### src/soc_defs.svh
// Memory map, bus widths and L2 depth; include wherever these constants are needed
`ifndef SOC_DEFS_SVH
`define SOC_DEFS_SVH

//////////////////////////////
// Bus widths
//////////////////////////////

`define SOC_ADDR_W 32
`define SOC_DATA_W 64
`define SOC_APB_W 32

//////////////////////////////
// Memory map
//////////////////////////////

`define SOC_DRAM_BASE 32'h8000_0000
`define SOC_UART_BASE 32'hC000_0000
`define SOC_CTRL_BASE 32'hD000_0000

`define SOC_UART_LEN 32'h0000_1000
`define SOC_CTRL_LEN 32'h0000_1000

// L2 depth in 64-bit words
`define SOC_L2_WORDS 256

// DRAM region spans the whole L2
`define SOC_DRAM_LEN (`SOC_L2_WORDS * (`SOC_DATA_W / 8))

`endif

### src/soc_pkg.sv
// Bus types, target encoding and control register offsets shared by the fabric RTL
`default_nettype none

`include "soc_defs.svh"

package soc_pkg;

  typedef logic [`SOC_ADDR_W-1:0]   addr_t;
  typedef logic [`SOC_DATA_W-1:0]   data_t;
  typedef logic [`SOC_DATA_W/8-1:0] sel_t;

  typedef enum logic [1:0] {
    L2MEM = 2'd0,
    UART  = 2'd1,
    CTRL  = 2'd2,
    NONE  = 2'd3
  } target_e;

  // Offset bits inside the control window
  localparam int unsigned CTRL_OFF_W = $clog2(`SOC_CTRL_LEN);

  localparam logic [CTRL_OFF_W-1:0] CTRL_EXIT      = 'h00;
  localparam logic [CTRL_OFF_W-1:0] CTRL_CNT_EN    = 'h08;
  localparam logic [CTRL_OFF_W-1:0] CTRL_DRAM_BASE = 'h10;
  localparam logic [CTRL_OFF_W-1:0] CTRL_DRAM_END  = 'h18;

  // Byte-wise merge of write data into an old word
  function automatic data_t merge_bytes(data_t old_val, data_t wdat, sel_t sel);
    data_t res;
    res = old_val;
    for (int b = 0; b < $bits(sel_t); b++) begin
      if (sel[b]) begin
        res[8*b +: 8] = wdat[8*b +: 8];
      end
    end
    return res;
  endfunction

endpackage

`default_nettype wire

### src/soc_wb_to_apb.sv
// Wishbone to APB bridge; each bus access becomes one APB setup and access phase
`timescale 1ns/100ps
`default_nettype none

`include "soc_defs.svh"

module soc_wb_to_apb (
  input  wire                    clk_i,
  input  wire                    arst_n_i,
  input  wire                    stb_i,
  input  wire                    we_i,
  input  wire soc_pkg::addr_t    adr_i,
  input  wire soc_pkg::data_t    dat_i,
  output soc_pkg::data_t         dat_o,
  output logic                   ack_o,
  output logic                   err_o,
  output logic                   psel_o,
  output logic                   penable_o,
  output logic                   pwrite_o,
  output logic [`SOC_APB_W-1:0]  paddr_o,
  output logic [`SOC_APB_W-1:0]  pwdata_o,
  input  wire  [`SOC_APB_W-1:0]  prdata_i,
  input  wire                    pready_i,
  input  wire                    pslverr_i
);

  typedef enum logic [1:0] {
    IDLE   = 2'd0,
    SETUP  = 2'd1,
    ACCESS = 2'd2
  } state_e;

  state_e                state_q;
  logic                  start;
  logic                  done;
  logic                  ack_q;
  logic                  err_q;
  logic                  pwrite_q;
  logic [`SOC_APB_W-1:0] paddr_q;
  logic [`SOC_APB_W-1:0] pwdata_q;
  logic [`SOC_APB_W-1:0] prdata_q;

  // No restart while the previous response is still on the bus
  assign start = (state_q == IDLE) && stb_i && !ack_q && !err_q;
  assign done  = (state_q == ACCESS) && pready_i;

  //////////////////////////////
  // FSM
  //////////////////////////////

  always_ff @(posedge clk_i or negedge arst_n_i) begin
    if (!arst_n_i) begin
      state_q <= IDLE;
      ack_q   <= 1'b0;
      err_q   <= 1'b0;
    end else begin
      ack_q <= done && !pslverr_i;
      err_q <= done && pslverr_i;
      case (state_q)
        IDLE: begin
          if (start) begin
            state_q <= SETUP;
          end
        end
        SETUP:   state_q <= ACCESS;
        ACCESS: begin
          if (pready_i) begin
            state_q <= IDLE;
          end
        end
        default: state_q <= IDLE;
      endcase
    end
  end

  // Request captured once, held through the transfer
  always_ff @(posedge clk_i) begin
    if (start) begin
      pwrite_q <= we_i;
      paddr_q  <= adr_i - soc_pkg::addr_t'(`SOC_UART_BASE);
      pwdata_q <= dat_i[`SOC_APB_W-1:0];
    end
    if (done) begin
      prdata_q <= prdata_i;
    end
  end

  assign psel_o    = (state_q != IDLE);
  assign penable_o = (state_q == ACCESS);
  assign pwrite_o  = pwrite_q;
  assign paddr_o   = paddr_q;
  assign pwdata_o  = pwdata_q;

  assign dat_o = soc_pkg::data_t'(prdata_q);
  assign ack_o = ack_q;
  assign err_o = err_q;

endmodule

`default_nettype wire
### config.mk
export PLATFORM = sky130hd
export DESIGN_NAME = soc_wb_to_apb
export DESIGN_NICKNAME = d
export VERILOG_FILES = /design/src/soc_pkg.sv /design/src/soc_wb_to_apb.sv
export VERILOG_INCLUDE_DIRS = /design/src /design/src/src
export SDC_FILE = /design/constraint.sdc
export NUM_CORES = 1
export LEC_CHECK = 0
export BUFFER_PORTS_ARGS = -buffer_cell sky130_fd_sc_hd__buf_2
export CAP_MARGIN = 20
export CORE_AREA = 2 2 105 107
export DETAILED_ROUTE_END_ITERATION = 16
export DIE_AREA = 0 0 107 109
export PLACE_DENSITY = 0.69
export SLEW_MARGIN = 40
export SYNTH_ARGS = -nofsm -noshare
export SYNTH_HDL_FRONTEND = slang
export SYNTH_SLANG_ARGS = --single-unit
### constraint.sdc
create_clock -name clk_i -period 9.44 [get_ports clk_i]
set_clock_uncertainty 0.05 [all_clocks]
set_input_delay 0.944 -clock clk_i [delete_from_list [all_inputs] [get_ports clk_i]]
set_output_delay 0.944 -clock clk_i [all_outputs]
set_load 0.02 [all_outputs]
==> impl_results.md <==
* Run status: finished clean
* Gpl congestion at 0.672
* Antenna Cells at 0
* FMAX at 0.455 GHz
* TritonCTS buffer count at 9
* Critical path endpoint category: primary output
* First-pass GRT wire length at 9.86 mm
* Root buf cell: clkbuf_8
* DRT Wirelength at 7.16 mm
* CP Launch Type: register
* Synth area leaders: edfxtp_1 87%, buf_4 7.2%, dfrtp_1 3.0%
* Post-DP Area at 4430 sq um
* Deepest clock path buffer count at 2
* Layout cells sized above 1 at 0.613
* Core ar. at roughly 11000 sq um
* Seq/Total Area, Yosys at 0.902
* Overall Power at 1230 uW
* Cell area power density at between 200 and 300 nW/um^2
* Synth warn at 0
* Die Area at 11700 sq um
* Req. time, crit path at about 8.5 ns
* #FFs+latches synth at 101
* Post-Synthesis Cells at 145
* Initial drt markers at 35
* Max VDD drop at 0.122 mV
* Layout Nets at 493
* Worst hold path type: in -> async
* Leading area contributor after synthesis: edfxtp_1
* Antenna violations before repair at 0
* DP HPWL at 5.56 mm
* Fin crit share at 0.233
* Kind of critical path: reg -> out
* Area share of the largest cell type after synthesis at 0.872
* Final non-filler cell area at 4680 sq um
* Count of cell types in the netlist at 14
* Max-slew violations at 0
* Layout Area Growth over Synthesis at 40.1%
* Register area at approximately 3000 sq um
* Worst path arrival time at ~1.2 ns
* Final ANT Viol Nets at 0
* Clock transition at the registers of the reported paths at 0.10 ns
* Hold buffer count at CTS at 0
* Initial core utilization at 0.315
* Commonest non-fill, non-tap cell in the layout: buf_2
* CTS resizes at 0
* Vias in the first global route at 1918
* Relative slew slack at 0.465
* Grt ovf at 0
* Vias per std cell at 3.92
* Pre-antenna DRT Iters at 4
* CTS tree: done
* Post-CTS setup buffers at 0
* Commonest non-fill, non-tap cells in the layout: 202 x buf_2, 97 x edfxtp_1, 32 x conb_1, 9 x clkbuf_8, 4 x dfrtp_1
* Filler Cells Inserted at 966
* # rows at 38
* Post-DR wirelength/cell at 14.2 um
* Worst-path fanout max at 3
* Avg Synthesized Cell Area at about 23 sq um
* Top Ports at roughly 270
* Via count at 1977
* Final Hold Fails at 0
* R2r setup slk at roughly 7.4 ns
* Mapped cell area at between 3000 and 4000 sq um
* Skew-Pair Late Insertion Delay at 0.36 ns
* Worst Max-Slew Pin Slew at between 0.8 and 0.9 ns
* RSZ-0062 raised after global routing: false
* Die Y at 109 um
* Remaining DRCs at 0
* Final Setup Violations at 0
* Leakage Power at 0.00204 uW
* Largest net degree at the start of global routing at between 60 and 70
* Multi-input combinational cell area at 208 sq um
* Setup_tns at 0 ns
* Max Cap Viol at 0
* H-tree depth at 3
* Port bufs at about 200
* Die outline width at 107 um
* Final critical-path required period at around 2.2 ns
* Clk sinks at 101
* Tot GR Track Use at 0.117
## state kept, by name (all words and copies together) (netlist names)
signal    cells
state_q       2
pwdata_o     32
pwrite_o      1
err_o         1
prdata_q     32
ack_o         1
paddr_o      32
## kinds of logic after synthesis
logic type             share of synthesized area
other                                    0.00112
multiplexers                             0.00300
AND/OR/NAND/NOR                           0.0187
flip-flops                                 0.902
XOR/XNOR                                 0.00262
buffers and inverters                     0.0730
## synth_stat cells, drive strengths merged
| cell type | count |
|---|---|
| and2 | 1 |
| and2b | 1 |
| and3 | 1 |
| and3b | 1 |
| buf | 32 |
| conb | 1 |
| dfrtp | 4 |
| edfxtp | 97 |
| inv | 1 |
| mux2i | 1 |
| nand2b | 1 |
| nor4b | 2 |
| or2 | 1 |
| xor2 | 1 |
## cell type report
type / instances / area share
Sequential cell: 101 / 0.644
Timing Repair Buffer: 204 / 0.219
Multi-Input combinational cell: 42 / 0.0444
Tap cell: 140 / 0.0374
Clock inverter: 7 / 0.0283
Clock buffer: 9 / 0.0265
Inverter: 1 / 0.000802
## per-layer routing
layer | part of all wire | vias to the layer above | global-route usage | wire, um
met5 | 0 | - | 0 | 0
met1 | 0.36 | 920 | 0.123 | 2550
met3 | 0.14 | 9 | 0.0669 | 1010
li1 | - | 907 | - | -
met4 | 0.010 | 0 | 0.0445 | 72
met2 | 0.49 | 141 | 0.195 | 3530
## where the power goes
part           switching [uW]  internal (uW)  leakage [uW]
combinational             199           77.2      0.000959
sequential               20.8            601      0.000955
clock                     151            180      0.000127
total                     372            858       0.00204
## metrics by stage
step	cells	utilization	setup slack (ns)	hold WS (ns)
after floorplan	176	-	1.19	0.416
after global placement	488	0.417	7.12	0.439
after detailed placement	488	0.417	7.08	0.432
after CTS	504	0.442	7.21	0.295
after global routing	504	0.442	7.18	0.300
final	504	0.442	7.24	0.319
## path summary, 6_finish.rpt
| check | startpoint | endpoint | depth (start not counted) |
|---|---|---|---|
| hold reg to reg | err_o | state_q[0] | 1 |
| hold / removal | arst_n_i | ack_o | 1 |
| setup / recovery | state_q[0] | psel_o | 2 |
| min in group clk_i | err_o | state_q[0] | 1 |
| max in group asynchronous | arst_n_i | err_o | 1 |
| setup reg to reg | state_q[0] | pwdata_o[29] | 3 |
## critical path: stages, from the launching register on
cell     delay [ns]
dfrtp_1        0.42
or2_4          0.27
buf_2          0.16
Power figures use the tool's default switching activity.
