**config.mk**
```make
export PLATFORM = sky130hd
export DESIGN_NAME = soc_bus_decoder
export DESIGN_NICKNAME = d
export VERILOG_FILES = /design/src/soc_pkg.sv /design/src/soc_bus_decoder.sv
export VERILOG_INCLUDE_DIRS = /design/src /design/src/src
export SDC_FILE = /design/constraint.sdc
export NUM_CORES = 1
export LEC_CHECK = 0
export BUFFER_PORTS_ARGS = -buffer_cell sky130_fd_sc_hd__buf_2
export CAP_MARGIN = 30
export CORE_AREA = 10 10 108 110
export DETAILED_ROUTE_END_ITERATION = 12
export DIE_AREA = 0 0 118 120
export PLACE_DENSITY = 0.72
export SYNTH_ARGS = -nofsm -noshare
export SYNTH_HDL_FRONTEND = slang
export SYNTH_SLANG_ARGS = --single-unit
```
**constraint.sdc**
```tcl
create_clock -name clk_i -period 2.1 [get_ports clk_i]
set_input_delay 0.42 -clock clk_i [delete_from_list [all_inputs] [get_ports clk_i]]
set_output_delay 0.42 -clock clk_i [all_outputs]
set_load 0.01 [all_outputs]
```
**src/soc_defs.svh**
```systemverilog
// Memory map, bus widths and L2 depth; include wherever these constants are needed
`ifndef SOC_DEFS_SVH
`define SOC_DEFS_SVH

//////////////////////////////
// Bus widths
//////////////////////////////

`define SOC_ADDR_W 32
`define SOC_DATA_W 64
`define SOC_APB_W 32

//////////////////////////////
// Memory map
//////////////////////////////

`define SOC_DRAM_BASE 32'h8000_0000
`define SOC_UART_BASE 32'hC000_0000
`define SOC_CTRL_BASE 32'hD000_0000

`define SOC_UART_LEN 32'h0000_1000
`define SOC_CTRL_LEN 32'h0000_1000

// L2 depth in 64-bit words
`define SOC_L2_WORDS 256

// DRAM region spans the whole L2
`define SOC_DRAM_LEN (`SOC_L2_WORDS * (`SOC_DATA_W / 8))

`endif

```
**src/soc_pkg.sv**
```systemverilog
// Bus types, target encoding and control register offsets shared by the fabric RTL
`default_nettype none

`include "soc_defs.svh"

package soc_pkg;

  typedef logic [`SOC_ADDR_W-1:0]   addr_t;
  typedef logic [`SOC_DATA_W-1:0]   data_t;
  typedef logic [`SOC_DATA_W/8-1:0] sel_t;

  typedef enum logic [1:0] {
    L2MEM = 2'd0,
    UART  = 2'd1,
    CTRL  = 2'd2,
    NONE  = 2'd3
  } target_e;

  // Offset bits inside the control window
  localparam int unsigned CTRL_OFF_W = $clog2(`SOC_CTRL_LEN);

  localparam logic [CTRL_OFF_W-1:0] CTRL_EXIT      = 'h00;
  localparam logic [CTRL_OFF_W-1:0] CTRL_CNT_EN    = 'h08;
  localparam logic [CTRL_OFF_W-1:0] CTRL_DRAM_BASE = 'h10;
  localparam logic [CTRL_OFF_W-1:0] CTRL_DRAM_END  = 'h18;

  // Byte-wise merge of write data into an old word
  function automatic data_t merge_bytes(data_t old_val, data_t wdat, sel_t sel);
    data_t res;
    res = old_val;
    for (int b = 0; b < $bits(sel_t); b++) begin
      if (sel[b]) begin
        res[8*b +: 8] = wdat[8*b +: 8];
      end
    end
    return res;
  endfunction

endpackage

`default_nettype wire

```
**src/soc_bus_decoder.sv**
```systemverilog
// Wishbone address decoder; steers stb to one target and merges ack, err and read data
`timescale 1ns/100ps
`default_nettype none

`include "soc_defs.svh"

module soc_bus_decoder (
  input  wire                  clk_i,
  input  wire                  arst_n_i,
  input  wire                  wb_cyc_i,
  input  wire                  wb_stb_i,
  input  wire soc_pkg::addr_t  wb_adr_i,
  output logic                 wb_ack_o,
  output logic                 wb_err_o,
  output soc_pkg::data_t       wb_dat_o,
  output logic                 mem_stb_o,
  output logic                 ctrl_stb_o,
  output logic                 apb_stb_o,
  input  wire                  mem_ack_i,
  input  wire                  ctrl_ack_i,
  input  wire                  apb_ack_i,
  input  wire                  apb_err_i,
  input  wire soc_pkg::data_t  mem_dat_i,
  input  wire soc_pkg::data_t  ctrl_dat_i,
  input  wire soc_pkg::data_t  apb_dat_i
);

  //////////////////////////////
  // Address decode
  //////////////////////////////

  soc_pkg::addr_t   dram_off;
  soc_pkg::addr_t   uart_off;
  soc_pkg::addr_t   ctrl_off;
  soc_pkg::target_e tgt;
  logic             req;
  logic             err_q;

  // Offsets wrap below the base, so one unsigned compare per window
  assign dram_off = wb_adr_i - soc_pkg::addr_t'(`SOC_DRAM_BASE);
  assign uart_off = wb_adr_i - soc_pkg::addr_t'(`SOC_UART_BASE);
  assign ctrl_off = wb_adr_i - soc_pkg::addr_t'(`SOC_CTRL_BASE);

  always_comb begin
    tgt = soc_pkg::NONE;
    if (dram_off < soc_pkg::addr_t'(`SOC_DRAM_LEN)) begin
      tgt = soc_pkg::L2MEM;
    end else if (uart_off < soc_pkg::addr_t'(`SOC_UART_LEN)) begin
      tgt = soc_pkg::UART;
    end else if (ctrl_off < soc_pkg::addr_t'(`SOC_CTRL_LEN)) begin
      tgt = soc_pkg::CTRL;
    end
  end

  assign req        = wb_cyc_i & wb_stb_i;
  assign mem_stb_o  = req && (tgt == soc_pkg::L2MEM);
  assign apb_stb_o  = req && (tgt == soc_pkg::UART);
  assign ctrl_stb_o = req && (tgt == soc_pkg::CTRL);

  //////////////////////////////
  // Responses
  //////////////////////////////

  // Unmapped access, single err pulse
  always_ff @(posedge clk_i or negedge arst_n_i) begin
    if (!arst_n_i) begin
      err_q <= 1'b0;
    end else begin
      err_q <= req && (tgt == soc_pkg::NONE) && !err_q;
    end
  end

  assign wb_ack_o = mem_ack_i | ctrl_ack_i | apb_ack_i;
  assign wb_err_o = err_q | apb_err_i;

  always_comb begin
    case (tgt)
      soc_pkg::L2MEM: wb_dat_o = mem_dat_i;
      soc_pkg::UART:  wb_dat_o = apb_dat_i;
      soc_pkg::CTRL:  wb_dat_o = ctrl_dat_i;
      default:        wb_dat_o = '0;
    endcase
  end

endmodule

`default_nettype wire

```
==> impl_metrics.env, run 1 <==
export IMPL_core_area_um2=9550
export IMPL_final_setup_viol_count=55
export IMPL_ys_seq_area_share_pct=0.973
export IMPL_clk_pin_slew_worst_paths_ns=0
export IMPL_placed_cell_area_um2=4540
export IMPL_ant_nets=0
export IMPL_slew_viol_final=0
export IMPL_combPwrFrac_pct=96.9
export IMPL_grt_max_degree=34
export IMPL_clk_latency_ns=0
export IMPL_die_w_um=118
export IMPL_drive_above_1_share_pct=62.0
export IMPL_status="finished with violations"
export IMPL_track_usage_pct=19.3
export IMPL_place_congestion=0.856
export IMPL_numPlacedInstances=819
export IMPL_gr_total_overflow=0
export IMPL_power_switching_w=0.000293
export IMPL_crit_chain="buf_6 -> nor4_4 -> buf_4 -> nand3_4 -> buf_12 -> buf_12 -> a211oi_4 -> buf_2"
export IMPL_drt_total_wl_mm=16.7
export IMPL_path_common_cell="buf_12"
export IMPL_maxCapViolCount=0
export IMPL_final_core_util_pct=56.2
export IMPL_antenna_found_initial=4
export IMPL_clock_power_share_pct=0
export IMPL_rrSetupSlack_ns=1.45
export IMPL_r2r_start="err_q"
export IMPL_fmax_mhz=448
export IMPL_r2r_end="err_q"
export IMPL_ys_types=20
export IMPL_final_common_cell="buf_2"
export IMPL_p_per_area_nw_per_um2=128
export IMPL_drt_iter0_drc=293
export IMPL_pwr_share_seq_pct=3.1
export IMPL_required_ns=1.68
export IMPL_die_area_um2=14200
export IMPL_area_growth_pct=109
export IMPL_critPathMaxFanout=11
export IMPL_start_util_pct=26.9
export IMPL_layout_common_cells="buf_2 (279), nand2_1 (130), or3b_1 (64), a21o_1 (64), a211oi_2 (58)"
export IMPL_yosys_warnings=0
export IMPL_worstSetupPathType="input port to output port"
export IMPL_finalHoldViolations=0
export IMPL_maxSlewHeadroom_pct=73.1
export IMPL_timing_final_crit_share_pct=106
export IMPL_final_nets=942
export IMPL_power_leakage_nw=2.55
export IMPL_numPortBuffers=289
export IMPL_ioPinCount=301
export IMPL_slowest_delay_ns=0.28
export IMPL_crit_arrival_ns=1.81
export IMPL_synthFlopType="dfrtp_1"
export IMPL_largest_reg_flops=1
export IMPL_grt_pass1_wl_mm=22.9
export IMPL_p_int_w=0.000396
export IMPL_vias_per_cell=5.07
export IMPL_post_drt_wl_per_cell_um=19.9
export IMPL_die_h_um=120
export IMPL_rsz0062_at_grt="yes"
export IMPL_fin_skew_ns=0
export IMPL_ys_ff_latch=1
export IMPL_start_kind="input port"
export IMPL_drc=0
export IMPL_synth_edff_count=0
export IMPL_r2r_cells=2
export IMPL_design_area_um2=5370
export IMPL_syn_cell_area_um2=2570
export IMPL_grt_pass1_vias=4319
export IMPL_period_needed_ns=2.23
export IMPL_vias=4272
export IMPL_num_rows=36
export IMPL_hpwl_mm=11.7
export IMPL_firstDrtPassIters=4
export IMPL_slowest_stage="nor4_4"
export IMPL_max_vdd_ir_drop_uv=71.3
export IMPL_largestRegisters="err_q (1)"
export IMPL_violations="negative setup slack"
export IMPL_avgSynthCellArea_um2=6.56
export IMPL_crit_path_end_kind="output port"
export IMPL_ys_async_sr_fraction_pct=100
export IMPL_hp_class="input port to asynchronous set/reset pin"
export IMPL_synth_nets=624
export IMPL_switching_share_pct=42.5
export IMPL_cts_hold_buffers=0
export IMPL_pre_cts_slack_ns=-0.159
export IMPL_finalWorstSetupSlack_ns=-0.132
export IMPL_layoutNonFillerInstCount=842
export IMPL_worst_slew_pin_slew_ns=0.404
export IMPL_regMostFlops="err_q"
export IMPL_synthCells=392
[cell usage after synthesis (4+ instances only)]
| master | count | area share, % |
|---|---|---|
| a211oi_1 | 24 | 7.0 |
| or3b_1 | 64 | 22 |
| clkbuf_1 | 28 | 4.1 |
| nor4_1 | 5 | 1.2 |
| buf_2 | 17 | 3.3 |
| buf_4 | 5 | 1.5 |
| nor2_1 | 4 | 0.58 |
| nand2_1 | 131 | 19 |
| a211oi_2 | 40 | 19 |
| a21o_1 | 64 | 19 |
[per-stage QoR]
step                TNS, ns  power, W  hold slack, ns
global placement      -3.70  0.000547           0.194
global route          -8.22  0.000744           0.204
CTS                  -0.924  0.000640           0.196
finish                -3.70  0.000689           0.195
detailed placement    -4.59  0.000555           0.196
floorplan                 0  0.000272           0.124
[power by group through the flow]
| stage | Clock, W | Combinational, W | Sequential [W] |
|---|---|---|---|
| 6_report | 0.0000000000637 | 0.000668 | 0.0000211 |
| 5_1_grt | 0 | 0.000723 | 0.0000213 |
| 4_1_cts | 0 | 0.000619 | 0.0000211 |
| 3_5_place_dp | 0 | 0.000534 | 0.0000211 |
| 3_3_place_gp | 0 | 0.000526 | 0.0000212 |
| 2_1_floorplan | 0 | 0.000251 | 0.0000210 |
[worst max-delay path: cells and delay by family]
kind	cells	cell delay (ns)
compound gates	1	0.22
buf+inv	5	0.77
simple gates	2	0.40
[worst max-delay path by stage]
stage / cells past startpoint / from / slack [ns] / end
after floorplan: 4 / wb_adr_i[16] / 0.16 / wb_dat_o[60]
after global placement: 7 / wb_adr_i[16] / -0.15 / ctrl_stb_o
after detailed placement: 7 / wb_adr_i[29] / -0.16 / ctrl_stb_o
after CTS: 6 / wb_adr_i[30] / -0.08 / wb_dat_o[54]
after global routing: 8 / wb_adr_i[16] / -0.19 / wb_dat_o[52]
final: 8 / wb_adr_i[16] / -0.13 / wb_dat_o[27]
[timing repair]
item	4_1_cts	5_1_grt
pin swaps	18	16
cloned	7	5
gates resized for setup	54	38
hold endpoints to repair	0	0
setup buffers	0	10
endpoints found under the setup margin	63	67
[per-layer routing]
metal	global-route usage, %	vias up	share of wire (%)
met2	34.6	212	50
met3	6.61	22	9.1
li1	-	2052	-
met5	0	-	0.078
met4	3.55	2	1.6
met1	21.8	1984	40
[logic make-up after synthesis]
logic type	Yosys count	share of synthesized area, %
and+or+nand+nor	212	44.7
AOI/OAI and AO/OA	129	45.5
buffers and inverters	50	8.85
DFF	1	0.973
[cell type report]
class	count	area, um2
fillers	914	4180
repair buffers	366	2630
multi-input cells	341	2550
well taps	133	166
flip-flops and latches	1	25.0
diodes	1	2.50
Power figures use the tool's default switching activity.
==> inputs of run 2 (changes only) <==
--- a/config.mk
+++ b/config.mk
@@ -8,10 +8,10 @@
 export LEC_CHECK = 0
 export BUFFER_PORTS_ARGS = -buffer_cell sky130_fd_sc_hd__buf_2
 export CAP_MARGIN = 30
-export CORE_AREA = 10 10 108 110
+export CORE_AREA = 2 2 115 117
 export DETAILED_ROUTE_END_ITERATION = 12
-export DIE_AREA = 0 0 118 120
-export PLACE_DENSITY = 0.72
+export DIE_AREA = 0 0 117 119
+export PLACE_DENSITY = 0.58
 export SYNTH_ARGS = -nofsm -noshare
 export SYNTH_HDL_FRONTEND = slang
 export SYNTH_SLANG_ARGS = --single-unit
==> impl_metrics.env, run 2 (synthesis gave the netlist of run 1 again) <==
export IMPL_regMostFlops="err_q"
export IMPL_drc=0
export IMPL_final_setup_viol_count=16
export IMPL_area_growth_pct=98.2
export IMPL_critPathTopFamily="buffers and inverters"
export IMPL_num_rows=42
export IMPL_track_usage_pct=16.1
export IMPL_worst_slew_pin_slew_ns=0.423
export IMPL_timing_final_crit_share_pct=103
export IMPL_clk_pin_slew_worst_paths_ns=0
export IMPL_ioPinCount=301
export IMPL_rsz0062_at_grt="yes"
export IMPL_ant_nets=0
export IMPL_largestRegisters="err_q (1)"
export IMPL_design_area_um2=5100
export IMPL_crit_path_end_kind="output port"
export IMPL_hpwl_mm=9.10
export IMPL_fmax_mhz=465
export IMPL_die_h_um=119
export IMPL_status="finished with violations"
export IMPL_worstSetupPathType="input port to output port"
export IMPL_crit_buf_inv=4
export IMPL_slowest_stage="or3b_4"
export IMPL_clk_latency_ns=0
export IMPL_finalSetupTns_ns=-0.191
export IMPL_cts_hold_buffers=0
export IMPL_maxSlewHeadroom_pct=71.8
export IMPL_use_met2_pct=31.1
export IMPL_drive_above_1_share_pct=60.7
export IMPL_crit_arrival_ns=1.73
export IMPL_grt_pass1_vias=3820
export IMPL_final_nets=918
export IMPL_period_needed_ns=2.15
export IMPL_final_common_cell="buf_2"
export IMPL_violations="negative setup slack"
export IMPL_grt_pass1_wl_mm=18.4
export IMPL_required_ns=1.68
export IMPL_fin_skew_ns=0
export IMPL_crit_chain="buf_16 -> buf_12 -> buf_4 -> or3b_4 -> a21o_1 -> a211oi_2 -> buf_2"
export IMPL_start_util_pct=20.0
export IMPL_finalWorstSetupSlack_ns=-0.0527
export IMPL_gr_total_overflow=0
export IMPL_final_core_util_pct=39.6
export IMPL_p_per_area_nw_per_um2=136
export IMPL_die_w_um=117
export IMPL_layout_common_cells="buf_2 (283), nand2_1 (130), a21o_1 (64), or3b_1 (61), a211oi_2 (58)"
export IMPL_largest_reg_flops=1
export IMPL_n_antenna_cell=0
export IMPL_vias=4059
export IMPL_firstDrtPassIters=4
export IMPL_maxCapViolCount=0
export IMPL_top_usage_layer="met2"
export IMPL_slowest_delay_ns=0.40
export IMPL_die_area_um2=13900
export IMPL_grt_max_degree=41
export IMPL_critPathMaxFanout=6
export IMPL_core_area_um2=12900
export IMPL_finalHoldViolations=0
export IMPL_hp_class="input port to asynchronous set/reset pin"
export IMPL_start_kind="input port"
export IMPL_slew_viol_final=0
export IMPL_use_met3_pct=1.48
export IMPL_antenna_found_initial=0
export IMPL_nFillCells=1340
export IMPL_drt_iter0_drc=149
export IMPL_vias_per_cell=4.72
export IMPL_post_drt_wl_per_cell_um=16.0
export IMPL_max_vdd_ir_drop_uv=51.9
export IMPL_numPortBuffers=289
export IMPL_grt_use_met1_pct=19.6
export IMPL_power_leakage_nw=2.38
export IMPL_place_congestion=0.790
export IMPL_drt_total_wl_mm=13.7
export IMPL_placed_cell_area_um2=4450
## run 2: repair_timing
action / 4_1_cts / 5_1_grt
endpoints found under the setup margin: 64 / 56
setup buffers: 0 / 3
pin swaps: 18 / 23
gates cloned: 5 / 8
hold endpoints to repair: 0 / 0
gates resized for setup: 39 / 30
## run 2: path summary, 6_finish.rpt
kind | from | end | slack [ns] | depth (start not counted)
setup / recovery | wb_adr_i[30] | wb_dat_o[32] | -0.05 | 7
hold / removal | arst_n_i | err_q | 0.19 | 1
setup reg to reg | err_q | err_q | 1.42 | 2
hold reg to reg | err_q | err_q | 0.54 | 2
max in group asynchronous | arst_n_i | err_q | 1.82 | 1
min in group clk_i | err_q | err_q | 0.54 | 2
## run 2: area by class of cell
| class | count | area [um2] | share of cell area [%] |
|---|---|---|---|
| multi-input cells | 341 | 2530 | 49.6 |
| flip-flops and latches | 1 | 25.0 | 0.491 |
| well taps | 176 | 220 | 4.32 |
| repair buffers | 342 | 2320 | 45.6 |
## run 2: where the power goes
part	internal (W)	total, W	switching [W]
Clock	0	0	0
Combinational	0.000379	0.000670	0.000291
Sequential	0.0000207	0.0000214	0.000000714
Total	0.000399	0.000691	0.000292
## run 2: layer usage
| layer | routed length (um) | share of wire, % | up-vias |
|---|---|---|---|
| li1 | - | - | 2008 |
| met1 | 5670 | 41 | 1849 |
| met2 | 6920 | 50 | 200 |
| met3 | 1120 | 8.2 | 2 |
| met4 | 19 | 0.14 | 0 |
| met5 | 0 | 0 | - |
## run 2: per-stage QoR
stage	hold slack [ns]	instances	setup slack [ns]	total power (W)
global placement	0.195	844	-0.103	0.000550
floorplan	0.124	392	0.162	0.000272
global route	0.198	860	-0.105	0.000751
CTS	0.196	849	-0.0331	0.000629
detailed placement	0.196	844	-0.106	0.000554
finish	0.194	860	-0.0527	0.000691
