--- config.mk ---
export PLATFORM = sky130hd
export DESIGN_NAME = soc_ctrl_regs
export DESIGN_NICKNAME = d
export VERILOG_FILES = /design/src/soc_pkg.sv /design/src/soc_ctrl_regs.sv
export VERILOG_INCLUDE_DIRS = /design/src /design/src/src
export SDC_FILE = /design/constraint.sdc
export NUM_CORES = 1
export LEC_CHECK = 0
export ABC_AREA = 0
export BUFFER_PORTS_ARGS = -buffer_cell sky130_fd_sc_hd__buf_2
export CAP_MARGIN = 20
export CORE_AREA = 3 3 126 128
export DETAILED_ROUTE_END_ITERATION = 10
export DIE_AREA = 0 0 129 131
export PLACE_DENSITY = 0.85
export SLEW_MARGIN = 20
export SYNTH_ARGS = -nofsm -noshare
export SYNTH_HDL_FRONTEND = slang
export SYNTH_SLANG_ARGS = --single-unit
--- constraint.sdc ---
create_clock -name clk_i -period 9.55 [get_ports clk_i]
set_clock_uncertainty 0.15 [all_clocks]
set_input_delay 0.955 -clock clk_i [delete_from_list [all_inputs] [get_ports clk_i]]
set_output_delay 0.955 -clock clk_i [all_outputs]
set_load 0.05 [all_outputs]
--- src/soc_defs.svh ---
// Memory map, bus widths and L2 depth; include wherever these constants are needed
`ifndef SOC_DEFS_SVH
`define SOC_DEFS_SVH

//////////////////////////////
// Bus widths
//////////////////////////////

`define SOC_ADDR_W 32
`define SOC_DATA_W 64
`define SOC_APB_W 32

//////////////////////////////
// Memory map
//////////////////////////////

`define SOC_DRAM_BASE 32'h8000_0000
`define SOC_UART_BASE 32'hC000_0000
`define SOC_CTRL_BASE 32'hD000_0000

`define SOC_UART_LEN 32'h0000_1000
`define SOC_CTRL_LEN 32'h0000_1000

// L2 depth in 64-bit words
`define SOC_L2_WORDS 256

// DRAM region spans the whole L2
`define SOC_DRAM_LEN (`SOC_L2_WORDS * (`SOC_DATA_W / 8))

`endif

--- src/soc_pkg.sv ---
// Bus types, target encoding and control register offsets shared by the fabric RTL
`default_nettype none

`include "soc_defs.svh"

package soc_pkg;

  typedef logic [`SOC_ADDR_W-1:0]   addr_t;
  typedef logic [`SOC_DATA_W-1:0]   data_t;
  typedef logic [`SOC_DATA_W/8-1:0] sel_t;

  typedef enum logic [1:0] {
    L2MEM = 2'd0,
    UART  = 2'd1,
    CTRL  = 2'd2,
    NONE  = 2'd3
  } target_e;

  // Offset bits inside the control window
  localparam int unsigned CTRL_OFF_W = $clog2(`SOC_CTRL_LEN);

  localparam logic [CTRL_OFF_W-1:0] CTRL_EXIT      = 'h00;
  localparam logic [CTRL_OFF_W-1:0] CTRL_CNT_EN    = 'h08;
  localparam logic [CTRL_OFF_W-1:0] CTRL_DRAM_BASE = 'h10;
  localparam logic [CTRL_OFF_W-1:0] CTRL_DRAM_END  = 'h18;

  // Byte-wise merge of write data into an old word
  function automatic data_t merge_bytes(data_t old_val, data_t wdat, sel_t sel);
    data_t res;
    res = old_val;
    for (int b = 0; b < $bits(sel_t); b++) begin
      if (sel[b]) begin
        res[8*b +: 8] = wdat[8*b +: 8];
      end
    end
    return res;
  endfunction

endpackage

`default_nettype wire

--- src/soc_ctrl_regs.sv ---
// Control register block for exit code, counter enable and read-only DRAM bounds
`timescale 1ns/100ps
`default_nettype none

`include "soc_defs.svh"

module soc_ctrl_regs (
  input  wire                  clk_i,
  input  wire                  arst_n_i,
  input  wire                  stb_i,
  input  wire                  we_i,
  input  wire soc_pkg::addr_t  adr_i,
  input  wire soc_pkg::data_t  dat_i,
  input  wire soc_pkg::sel_t   sel_i,
  output soc_pkg::data_t       dat_o,
  output logic                 ack_o,
  output soc_pkg::data_t       exit_o,
  output soc_pkg::data_t       hw_cnt_en_o
);

  localparam soc_pkg::data_t DramBase = soc_pkg::data_t'(`SOC_DRAM_BASE);
  localparam soc_pkg::data_t DramEnd  = DramBase + soc_pkg::data_t'(`SOC_DRAM_LEN);

  logic [soc_pkg::CTRL_OFF_W-1:0] off;
  soc_pkg::data_t                 exit_q;
  soc_pkg::data_t                 cnt_en_q;
  soc_pkg::data_t                 rdata_d;
  soc_pkg::data_t                 rdata_q;
  logic                           access;
  logic                           ack_q;

  assign off    = adr_i[soc_pkg::CTRL_OFF_W-1:0];
  assign access = stb_i && !ack_q;

  //////////////////////////////
  // Writable registers
  //////////////////////////////

  always_ff @(posedge clk_i or negedge arst_n_i) begin
    if (!arst_n_i) begin
      exit_q   <= '0;
      cnt_en_q <= '0;
      ack_q    <= 1'b0;
    end else begin
      ack_q <= access;
      if (access && we_i) begin
        case (off)
          soc_pkg::CTRL_EXIT:   exit_q   <= soc_pkg::merge_bytes(exit_q, dat_i, sel_i);
          soc_pkg::CTRL_CNT_EN: cnt_en_q <= soc_pkg::merge_bytes(cnt_en_q, dat_i, sel_i);
          // DRAM bounds and holes are read-only
          default: ;
        endcase
      end
    end
  end

  //////////////////////////////
  // Read path
  //////////////////////////////

  always_comb begin
    case (off)
      soc_pkg::CTRL_EXIT:      rdata_d = exit_q;
      soc_pkg::CTRL_CNT_EN:    rdata_d = cnt_en_q;
      soc_pkg::CTRL_DRAM_BASE: rdata_d = DramBase;
      soc_pkg::CTRL_DRAM_END:  rdata_d = DramEnd;
      default:                 rdata_d = '0;
    endcase
  end

  always_ff @(posedge clk_i) begin
    if (access) begin
      rdata_q <= rdata_d;
    end
  end

  assign dat_o       = rdata_q;
  assign ack_o       = ack_q;
  assign exit_o      = exit_q;
  assign hw_cnt_en_o = cnt_en_q;

endmodule

`default_nettype wire

==> impl_results.md, run 1 <==
- Die height: 131 um
- Maximum clock insertion buffer count: 2
- Kind of critical path: primary input to register
- Clock slew seen by the registers of the worst setup and hold paths: 70 ps
- Via count of the first global-routing pass: between 5000 and 6000
- Hold WC Path Type: register to register
- DRC viols: 0
- Capturing element type of the critical path: register
- Hold-fix buffer count after cts: 0
- Total of cells resized after clock tree synthesis: 0
- Post-route antenna net violation count: 0
- Detailed router's first-iteration violation count: 273
- Leading cell type in the layout, fill and taps excluded: sky130_fd_sc_hd__buf_2
- P per Cell Area: 168 mW/mm2
- Number of hold-slack violations in the final timing report: 0
- Transition time at the pin with the least slew margin: 949 ps
- Total via count after detailed routing: 5238
- Netlist Area Pre-Place: 0.00789 mm2
- Buffer type at the clock tree root: sky130_fd_sc_hd__clkbuf_16
- Unrepaired setup endpoints after global routing: no
- Register-to-register setup slack: 6870 ps
- Accumulated negative setup slack: 0 ps
- Routed wirelength normalized by instance count: just under 20 um
- Number of nets in the finished design: 889
- Hold path start: exit_o[54]$_DFFE_PN0P_
- Count of state elements after synthesis: 193
- Die Footprint: 0.0169 mm2
- Number of antenna violations at the first check in global routing: 0
- Antenna fix cells: 0
- Clock sink total: between 150 and 200
- Top fanout value on the critical path: 16
- Peak clock frequency supported by timing: between 0.3 and 0.4 GHz
- Detail Placement HPWL: 13.5 mm
- Lkg Pwr: 0.00522 uW
- Number of max-slew violations in the final report: 0
- Instance area after placement: 0.00934 mm2
- Insertion delay of the later-clocked pin in the worst-skew pair: 410 ps
- TritonCTS clock tree: done
- Filler Cell Count: 1062
- Number of detailed-routing iterations run before antenna repair: 4
- Global placement routability congestion: 0.814
- Ratio of final minimum period to clock period: between 30% and 40%
- Max cap viols: 0
- Post-detailed-route via-to-cell ratio: around 5.3
- Fraction of synthesized cell area taken by the top area cell type: 40.9%
- Top library cells by usage in the layout, fill and taps aside: sky130_fd_sc_hd__buf_2 (278), sky130_fd_sc_hd__dfrtp_1 (129), sky130_fd_sc_hd__mux2_2 (119)
- Global router's overall resource usage: 22.2%
- Cell area after layout: 0.00991 mm2
- Final WL: 19.1 mm
- Total gr overflow: 0
- Area delta synth->final: 25.7%
- Setup-failing EPs final: 0
- Syn_area_per_cell: 15.5 um2
- Time the worst path needs with I/O delays and setup: 3130 ps
- # placed instances: 950
- Clock H-tree levels: 4
- I/O pins: 301
- Maximum number of pins on one net before global-route repair: 68
- Final Power: 1670 uW
- Number of distinct library cell variants in the gate-level netlist after synthesis: 24
- Layout cell share with drive strength beyond 1: 55.4%
- Cell type with the highest aggregate area in the netlist: sky130_fd_sc_hd__dfrtp_1
- Initial core utilization: 52.7%
- Global-route wire length before repair: 28.9 mm
- Die span in x: around 130 um
- Crit. Startpoint: adr_i[1]
- Startpoint of the most critical register-to-register path: ack_o$_DFF_PN0_
- Synthesis warning total: 0
- Ranking of synthesized cells by area: sky130_fd_sc_hd__dfrtp_1 (41%), sky130_fd_sc_hd__edfxtp_1 (24%), sky130_fd_sc_hd__mux2_2 (17%)
- Setup bufs post-CTS: 0
- Critical Path AT: 3270 ps
- Worst slew margin: between 30% and 40%
- Post-synth net total: 618
- Worst vdd ir: about 120 uV
- Portion of the post-synthesis area used by sequential elements: 65.3%
- Std cell rows: 45
- Minimum hold slack: around 360 ps
- Crit path required time: 9690 ps
- CTS Buf Count: 17
- Number of standard cells in the layout, taps in and fillers out: about 980
- Run status: completed
- Startpoint types: primary input
- Placeable core region: about 0.015 mm2
- Port buffer count: 280
- Instance count of the mapped netlist: 510
[synth_stat cells, drive strengths merged]
cell,n
a211oi,1
a21oi,1
and3,16
buf,31
clkbuf,1
dfrtp,129
edfxtp,64
mux2,128
mux2i,62
nand2,1
nand3b,1
nor2,63
nor2b,2
nor3,2
nor3b,1
nor4,1
o21ai,1
or2,1
or3,3
or4,1
[cell families (layout without fill, tap and decap cells)]
kind of cell           after synthesis  count (layout)  share of synthesized area [%]
AOI/OAI and AO/OA                    3               3                          0.222
and+or+nand+nor                     92              92                           5.52
DFF                                193             193                           65.3
muxes                              190             190                           26.1
buffers and inverters               32             316                           2.81
[metal layers]
layer	wire (um)	up-vias	share of wire [%]	GRT usage (%)
li1	-	2369	-	-
met1	7560	2622	40	27.5
met2	9920	213	52	37.5
met3	1250	34	6.5	5.98
met4	406	0	2.1	8.40
met5	0	-	0	0
[critical path, stage by stage]
cell	delay [ps]
sky130_fd_sc_hd__buf_2	100
sky130_fd_sc_hd__or3_1	450
sky130_fd_sc_hd__nor3_2	790
sky130_fd_sc_hd__and3_1	570
sky130_fd_sc_hd__mux2_2	400
[power by group]
group | internal [uW] | switching [uW]
logic | 28.7 | 85.8
registers | 868 | 3.85
clock network | 385 | 298
total | 1280 | 387
[final timing paths]
kind | endpoint | cells past startpoint
worst max register to register | exit_o[32]$_DFFE_PN0P_ | 4
worst min register to register | exit_o[54]$_DFFE_PN0P_ | 1
worst min-delay path | exit_o[54]$_DFFE_PN0P_ | 1
worst max-delay path | exit_o[32]$_DFFE_PN0P_ | 5
min in group asynchronous | hw_cnt_en_o[19]$_DFFE_PN0P_ | 1
max in group asynchronous | exit_o[18]$_DFFE_PN0P_ | 2
[flip-flops by register name, indices dropped and copies added, names as in the netlist]
name,flops
ack_o,1
dat_o,64
exit_o,64
hw_cnt_en_o,64
[per-stage QoR]
step                      utilization [%]  worst slack [ps]
after floorplan                         -              5110
after global placement               62.4              6010
after detailed placement             62.4              5990
after CTS                            66.2              6430
after global routing                 66.2              6240
final                                66.2              6420
[cell type report]
cell class	count	area, um2	share of cell area (%)
Timing Repair Buffer	284	1440	14.5
Multi-Input combinational cell	285	2520	25.5
Clock inverter	14	138	1.39
Clock buffer	18	429	4.33
Sequential cell	193	5150	52.0
Tap cell	188	235	2.37
Note: power is estimated with default switching activity, not from simulation.
==> inputs of run 2 (changes only) <==
- CORE_AREA: 3 3 126 128 -> 3 3 131 133
- DIE_AREA: 0 0 129 131 -> 0 0 134 136
- PLACE_DENSITY: 0.85 -> 0.79
- clock period: 9.55 -> 3 ns (I/O delays scaled with it)
==> run 2 against run 1 <==
Effect of this change:
- sequential cell count unchanged
- largest power group unchanged
- setup slack lost 5600 ps
- critical endpoint is now hw_cnt_en_o[34]$_DFFE_PN0P_
- sequential power grew to 3.2 times the previous value
- final cell count up 9.9%
- combinational power rose to 3.9 times the previous value
- count of clock-buffer cells in the layout is 2 higher
- sequential share of layout area decreased by 3.8 points
- first-iteration DRC count down 7.7%
- highest routed layer unchanged
- final area up 7.8%
==> impl_results.md, run 2 (synthesis results as in run 1) <==
- Crit-path max cell delay: 490 ps (-300 ps)
- Placeable core region: 0.0159 mm2 (+6.4%)
- Design internal power: 4190 uW (+230%)
- Detail Placement HPWL: 14.3 mm (+6.5%)
- Die span in x: 134 um (+3.9%)
- Worst vdd ir: 381 uV (+220%)
- Worst slew margin: 35.3% (-1.1 points)
- Capturing element type of the critical path: register
- I/O pins: 301 (unchanged)
- Global router's overall resource usage: 23.1% (+0.86 points)
- Initial core utilization: 49.5% (-3.2 points)
- Routed wirelength normalized by instance count: 19.5 um (about the same)
- Number of buffer and inverter instances along the worst setup path: 1 (unchanged)
- Total via count after detailed routing: 5548 (+5.9%)
- Ratio of final minimum period to clock period: approximately three quarters
- Cell area after layout: 0.0107 mm2 (+7.8%)
- P per Cell Area: 511 mW/mm2 (+200%)
- Seq pwr share: 50.7% (-1.5 points)
- Leading cell type in the layout, fill and taps excluded: sky130_fd_sc_hd__buf_2
- DRC viols: 0 (unchanged)
- Global placement routability congestion: 0.808 (-0.69%)
- Clock H-tree levels: 4 (unchanged)
- Peak clock frequency supported by timing: 0.452 GHz
- Die height: 136 um (+3.8%)
- Delay-heaviest family, CP: simple AND/OR/NAND/NOR gates
- Switching Power: 1270 uW (+230%)
- Critical Path AT: 2360 ps (-910 ps)
- Number of detailed-routing iterations run before antenna repair: 4 (unchanged)
- Area delta synth->final: 35.5%
- Global-route wire length before repair: 32.5 mm (+13%)
- TritonCTS clock tree: done
- Area taken by flip-flops and latches: 0.00515 mm2 (unchanged)
- Setup bufs post-CTS: 0 (unchanged)
- Total gr overflow: 0 (unchanged)
- Hold WC Path Type: primary input to register
- Number of antenna violations at the first check in global routing: 0 (unchanged)
- Maximum number of pins on one net before global-route repair: 67 (-1.5%)
- Transition time at the pin with the least slew margin: 971 ps (+21.9 ps)
- Crit path required time: 3150 ps (-6540 ps)
- Std cell rows: 46 (+2.2%)
- Number of hold-slack violations in the final timing report: 0 (unchanged)
- Antenna fix cells: 0 (unchanged)
- Instance area after placement: 0.00945 mm2 (+1.1%)
- Top fanout value on the critical path: 16 (unchanged)
- Via count of the first global-routing pass: 5964 (+11%)
- Combinational share of power: 8.2% (+1.3 points)
- Clock slew seen by the registers of the worst setup and hold paths: 70 ps (about the same)
- Die Footprint: 0.0182 mm2 (+7.8%)
- Time the worst path needs with I/O delays and setup: roughly 2200 ps
- Unrepaired setup endpoints after global routing: no
- Number of max-slew violations in the final report: 0 (unchanged)
- Switching portion of total power: 23.2% (+0.033 points)
- Post-route antenna net violation count: 0 (unchanged)
- Clock sink total: 193 (unchanged)
- Top library cells by usage in the layout, fill and taps aside: sky130_fd_sc_hd__buf_2 (278), sky130_fd_sc_hd__dfrtp_1 (129), sky130_fd_sc_hd__mux2_2 (119)
- Maximum clock insertion buffer count: 2 (unchanged)
- Detailed router's first-iteration violation count: 252 (-7.7%)
- Final WL: 21.0 mm (+9.8%)
- CTS Buf Count: 17 (unchanged)
- Final Power: 5460 uW (+230%)
- Master of the slowest instance on the critical path: sky130_fd_sc_hd__and3_1
- Run status: completed
- Post-detailed-route via-to-cell ratio: 5.14 (-3.6%)
- Kind of critical path: register to register
- Port buffer count: 280 (unchanged)
- Accumulated negative setup slack: 0 ps (unchanged)
- Layout cell share with drive strength beyond 1: 51.4% (-4.0 points)
- Setup-failing EPs final: 0 (unchanged)
- Insertion delay of the later-clocked pin in the worst-skew pair: 410 ps (about the same)
- Startpoint types: register
- Area of the multi-input gates: 0.00252 mm2 (unchanged)
- Filler Cell Count: 1138 (+7.2%)
- Max cap viols: 0 (unchanged)
- Lkg Pwr: 0.00554 uW (+6.1%)
- Total of cells resized after clock tree synthesis: 0 (unchanged)
- Number of nets in the finished design: 958 (+7.8%)
- Buffer type at the clock tree root: sky130_fd_sc_hd__clkbuf_16
- Critical path cell sequence: nand3b_1, nor3_2, buf_4, and3_1, mux2_2
- Clk network pwr share: 41.1% (+0.2 points)
==> run 2: cell types whose count changed in the layout (fill, tap and decap cells not counted) <==
cell                            delta
sky130_fd_sc_hd__buf_12            +3
sky130_fd_sc_hd__buf_4             +1
sky130_fd_sc_hd__clkbuf_8          +2
sky130_fd_sc_hd__clkinv_2          -2
sky130_fd_sc_hd__clkinv_4          +2
sky130_fd_sc_hd__clkinvlp_4        -1
sky130_fd_sc_hd__dlygate4sd3_1    +65
sky130_fd_sc_hd__inv_4             -1
==> run 2: area by class of cell <==
class	count	area share [%]
Clock buffer	20	4.27
Clock inverter	12	1.23
Multi-Input combinational cell	285	23.6
Sequential cell	193	48.2
Tap cell	216	2.53
Timing Repair Buffer	353	20.2
==> run 2: worst min-delay path, delay by kind of cell <==
kind                   cells  cell delay, ps
buffers and inverters      1              80
AND/OR/NAND/NOR            2             190
==> run 2: power groups by stage <==
stage,Sequential (uW),Combinational [uW],Clock (uW)
final,2770,445,2240
after detailed placement,2820,380,0
after floorplan,2970,60.7,0
after global placement,2820,372,0
after CTS,2770,447,2290
after global routing,2770,472,2420
==> run 2: final timing paths <==
path                                        from                     endpoint  slack (ps)  depth (start not counted)
setup / recovery                 ack_o$_DFF_PN0_  hw_cnt_en_o[34]$_DFFE_PN0P_         790                          5
hold / removal                         adr_i[11]          dat_o[31]$_DFFE_PN_         180                          3
setup reg to reg                 ack_o$_DFF_PN0_  hw_cnt_en_o[34]$_DFFE_PN0P_         790                          5
hold reg to reg            exit_o[3]$_DFFE_PN0P_        exit_o[3]$_DFFE_PN0P_         380                          1
max in group asynchronous               arst_n_i       exit_o[38]$_DFFE_PN0P_        1570                          3
min in group asynchronous               arst_n_i  hw_cnt_en_o[21]$_DFFE_PN0P_         290                          2
==> run 2: repair_timing <==
| item | in CTS | in global routing |
|---|---|---|
| hold endpoints to repair | 176 | 0 |
| hold buffers | 65 | 0 |
| setup endpoints to repair | 0 | 0 |
==> run 2: stage by stage <==
stage / util [%] / hold slack (ps) / std cells / setup slack, ps
global route: 67.0 / 175 / 1079 / 665
detailed placement: 59.3 / 216 / 982 / 353
global placement: 59.3 / 206 / 982 / 389
CTS: 67.0 / 159 / 1079 / 776
floorplan: - / -146 / 510 / 95.4
finish: 67.0 / 178 / 1079 / 789
==> run 2: per-layer routing <==
| metal | vias up | GRT usage [%] | routed length (um) |
|---|---|---|---|
| li1 | 2506 | - | - |
| met1 | 2765 | 27.4 | 8190 |
| met2 | 248 | 40.5 | 10800 |
| met3 | 29 | 6.18 | 1580 |
| met4 | 0 | 8.46 | 431 |
| met5 | - | 0 | 0 |
==> inputs of run 3 (changes only) <==
- ABC_AREA: 0 -> 1
- CORE_AREA: 3 3 131 133 -> 3 3 133 135
- DIE_AREA: 0 0 134 136 -> 0 0 136 138
- PLACE_DENSITY: 0.79 -> 0.78
- clock period: 3 -> 2.2 ns (I/O delays scaled with it)
==> run 3 against run 2 <==
Effect of this change:
- count of clock-buffer cells in the layout is the same
- setup slack worse by 390 ps
- die area is 3.0% higher
- sequential power grew 36%
- sequential share of layout area down 1.7 points
- maximum frequency is 23% higher
- area after synthesis increased by 2.3%
- largest power group unchanged
- global-route usage is 0.21 points higher
- critical path type unchanged
- synthesized cell count up 69%
- final cell count increased by 34%
- highest routed layer unchanged
- power rose by 36%
==> impl_results.md, run 3 <==
- Run status: completed
- Global placement routability congestion: 0.852 (+5.5%)
- Ranking of synthesized cells by area: sky130_fd_sc_hd__dfrtp_1 (40%), sky130_fd_sc_hd__edfxtp_1 (24%), sky130_fd_sc_hd__nand2_1 (21%)
- Number of distinct library cell variants in the gate-level netlist after synthesis: 18 (-25%)
- Worst vdd ir: 492 uV (+29%)
- Post-synth top cells: sky130_fd_sc_hd__nand2_1 (449), sky130_fd_sc_hd__nand3_1 (131), sky130_fd_sc_hd__dfrtp_1 (129)
- Layout cell share with drive strength beyond 1: 30.1% (-21 points)
- Fraction of the mapped netlist area in compound gates: 0.186% (-0.036 points)
- Clock H-tree levels: 4 (unchanged)
- R2r worst-path depth: 6 (+1)
- Number of enable flip-flop cells after synthesis: 64 (unchanged)
- Number of max-slew violations in the final report: 0 (unchanged)
- Setup ws final: 401 ps (-388 ps)
- Peak clock frequency supported by timing: 0.556 GHz (+23%)
- Minimum hold slack: 61.4 ps (-117 ps)
- Number of hold-slack violations in the final timing report: 0 (unchanged)
- Capturing element type of the critical path: register
- Unrepaired setup endpoints after global routing: no
- Count of state elements after synthesis: 193 (unchanged)
- Detail Placement HPWL: 14.8 mm (+3.3%)
- Synthesis warning total: 0 (unchanged)
- Global router's overall resource usage: 23.3% (+0.21 points)
- Antenna fix cells: 0 (unchanged)
- Kind of critical path: register to register
- Final WL: 22.2 mm (+5.7%)
- Hold Path End: exit_o[14]$_DFFE_PN0P_
- Std cell rows: 47 (+2.2%)
- Hold path start: sel_i[1]
- Number of standard cells in the layout, taps in and fillers out: 1450 (+34%)
- Transition time at the pin with the least slew margin: 709 ps (-262 ps)
- Area delta synth->final: 37.2%
- Global-route wire length before repair: 35.2 mm (+8.4%)
- Xor/xnor cell area share of the yosys netlist: 0% (unchanged)
- Register-to-register setup slack: 400 ps (-390 ps)
- Startpoint types: register
- # placed instances: 1353 (+38%)
- Synth async-reset ratio: 66.8% (unchanged)
- Clock sink total: 193 (unchanged)
- Syn_area_per_cell: 9.35 um2 (-40%)
- Die span in x: 136 um (+1.5%)
- Via count of the first global-routing pass: 6990 (+17%)
- Post-detailed-route via-to-cell ratio: 5.01 (-2.6%)
- Hold-fix buffer count after cts: 65 (unchanged)
- Max cap viols: 0 (unchanged)
- Maximum clock insertion buffer count: 2 (unchanged)
- Number of nets in the finished design: 1325 (+38%)
- Critical Path AT: 1950 ps (-410 ps)
- Number of detailed-routing iterations run before antenna repair: 5 (+1)
- CTS Buf Count: 17 (unchanged)
- Crit path required time: 2350 ps (-800 ps)
- Hold WC Path Type: primary input to register
- Instance count of the mapped netlist: 863 (+69%)
- Cell type with the highest aggregate area in the netlist: sky130_fd_sc_hd__dfrtp_1
- Detailed router's first-iteration violation count: 445 (+77%)
- Total gr overflow: 0 (unchanged)
- Post-route antenna net violation count: 0 (unchanged)
- Total via count after detailed routing: 7264 (+31%)
- Cell with the most instances after synthesis: sky130_fd_sc_hd__nand2_1
- P per Cell Area: 671 mW/mm2 (+31%)
- I/O pins: 301 (unchanged)
- Setup bufs post-CTS: 0 (unchanged)
- Portion of netlist area occupied by mux cells: 0% (-26 points)
- Leading register cell type out of synthesis: sky130_fd_sc_hd__dfrtp_1
- Worst setup slack after placement: 333 ps (-20.0 ps)
- Portion of the post-synthesis area used by sequential elements: 63.8% (-1.5 points)
- Die height: 138 um (+1.5%)
- Ratio of final minimum period to clock period: 81.8% (+8.1 points)
- Maximum number of pins on one net before global-route repair: 130 (+94%)
- Placeable core region: 0.0166 mm2 (+4.0%)
- Routed wirelength normalized by instance count: 15.3 um (-21%)
- Buffer type at the clock tree root: sky130_fd_sc_hd__clkbuf_16
- TritonCTS clock tree: done
- Lkg Pwr: 0.00619 uW (+12%)
- Leading cell type in the layout, fill and taps excluded: sky130_fd_sc_hd__nand2_1
- Setup-failing EPs final: 0 (unchanged)
- Fraction of synthesized cell area taken by the top area cell type: 40.0% (-0.92 points)
- DRC viols: 0 (unchanged)
- Number of antenna violations at the first check in global routing: 0 (unchanged)
- Die Footprint: 0.0188 mm2 (+3.0%)
- Simple-gate share of the synthesized area: 32.4% (+27 points)
- Top fanout value on the critical path: 11 (-5)
- Netlist Area Pre-Place: 0.00807 mm2 (+2.3%)
- Worst slew margin: 52.7% (+17 points)
- Top library cells by usage in the layout, fill and taps aside: sky130_fd_sc_hd__nand2_1 (449), sky130_fd_sc_hd__buf_2 (279), sky130_fd_sc_hd__nand3_1 (131)
- Reg2Reg Capture Point: exit_o[46]$_DFFE_PN0P_
- Total of cells resized after clock tree synthesis: 0 (unchanged)
- Dominant combinational cell family by area after synthesis: simple AND/OR/NAND/NOR gates
- Hold-critical path depth: 5 (+2)
- Initial core utilization: 48.6% (-0.82 points)
- Post-synth net total: 971 (+57%)
- Clock slew seen by the registers of the worst setup and hold paths: 70 ps (about the same)
- Startpoint of the most critical register-to-register path: ack_o$_DFF_PN0_
- Port buffer count: 280 (unchanged)
- Insertion delay of the later-clocked pin in the worst-skew pair: 420 ps (about the same)
- Time the worst path needs with I/O delays and setup: 1800 ps (-412 ps)
- Post-synthesis share of cell area spent on full adders, half adders and majority gates: 0% (unchanged)
## run 3: cell types whose count changed in the layout (fill, tap and decap cells not counted), moves of 9 or more
cell,previous run,this run
sky130_fd_sc_hd__nor2_4,0,9
sky130_fd_sc_hd__nand2_2,0,16
sky130_fd_sc_hd__inv_1,0,10
sky130_fd_sc_hd__mux2_2,119,0
sky130_fd_sc_hd__and3_1,16,0
sky130_fd_sc_hd__mux2_1,9,0
sky130_fd_sc_hd__buf_4,7,20
sky130_fd_sc_hd__mux2i_1,62,0
sky130_fd_sc_hd__nand2_1,1,449
sky130_fd_sc_hd__nor2_1,63,8
sky130_fd_sc_hd__nand3_1,0,131
## run 3: per-stage QoR
step	utilization, %	TNS, ps	power [uW]	instance area (um2)
2_1_floorplan	-	-50440	4130	8130
3_3_place_gp	59.3	0	4350	9840
3_5_place_dp	59.3	0	4360	9840
4_1_cts	66.7	0	7480	11100
5_1_grt	66.7	0	7670	11100
6_report	66.7	0	7420	11100
## run 3: report_power, final
part / switching (uW) / internal (uW)
registers: 15.3 / 3760
clock network: 1390 / 1650
logic: 408 / 194
## run 3: worst max-delay path by stage
stage	start	slack, ps	endpoint
after floorplan	ack_o$_DFF_PN0_	-390	exit_o[31]$_DFFE_PN0P_
after global placement	adr_i[11]	380	dat_o[61]$_DFFE_PN_
after detailed placement	adr_i[1]	330	dat_o[61]$_DFFE_PN_
after CTS	ack_o$_DFF_PN0_	430	exit_o[46]$_DFFE_PN0P_
after global routing	ack_o$_DFF_PN0_	340	exit_o[1]$_DFFE_PN0P_
final	ack_o$_DFF_PN0_	400	exit_o[46]$_DFFE_PN0P_
## run 3: per-layer routing
layer  global-route usage (%)  routed length (um)  vias to the layer above  part of all wire, %
li1                         -                   -                     3499                    -
met1                     29.9                8940                     3408                   40
met2                     39.3               11100                      309                   50
met3                     4.22                1530                       48                  6.9
met4                     8.91                 624                        0                  2.8
met5                        0                   0                        -                    0
## run 3: kinds of logic after synthesis
kind of cell | Yosys count
AND/OR/NAND/NOR | 619
flip-flops | 193
buffers and inverters | 49
AO/OA/AOI/OAI | 2
## run 3: worst max-delay path, stage by stage (launching register included)
cell	delay, ps
sky130_fd_sc_hd__dfrtp_2	420
sky130_fd_sc_hd__nor2_4	210
sky130_fd_sc_hd__nand2_8	180
sky130_fd_sc_hd__nor2_4	310
sky130_fd_sc_hd__nand2_2	200
sky130_fd_sc_hd__nand2_1	110
sky130_fd_sc_hd__nand2_1	70
## run 3: area by class of cell
cell class,instances,area (um2)
fillers,1327,5520
flip-flops and latches,193,5150
well taps,220,275
clock buffers,20,457
clock inverters,12,123
inverters,11,41.3
repair buffers,373,2380
multi-input cells,621,2640
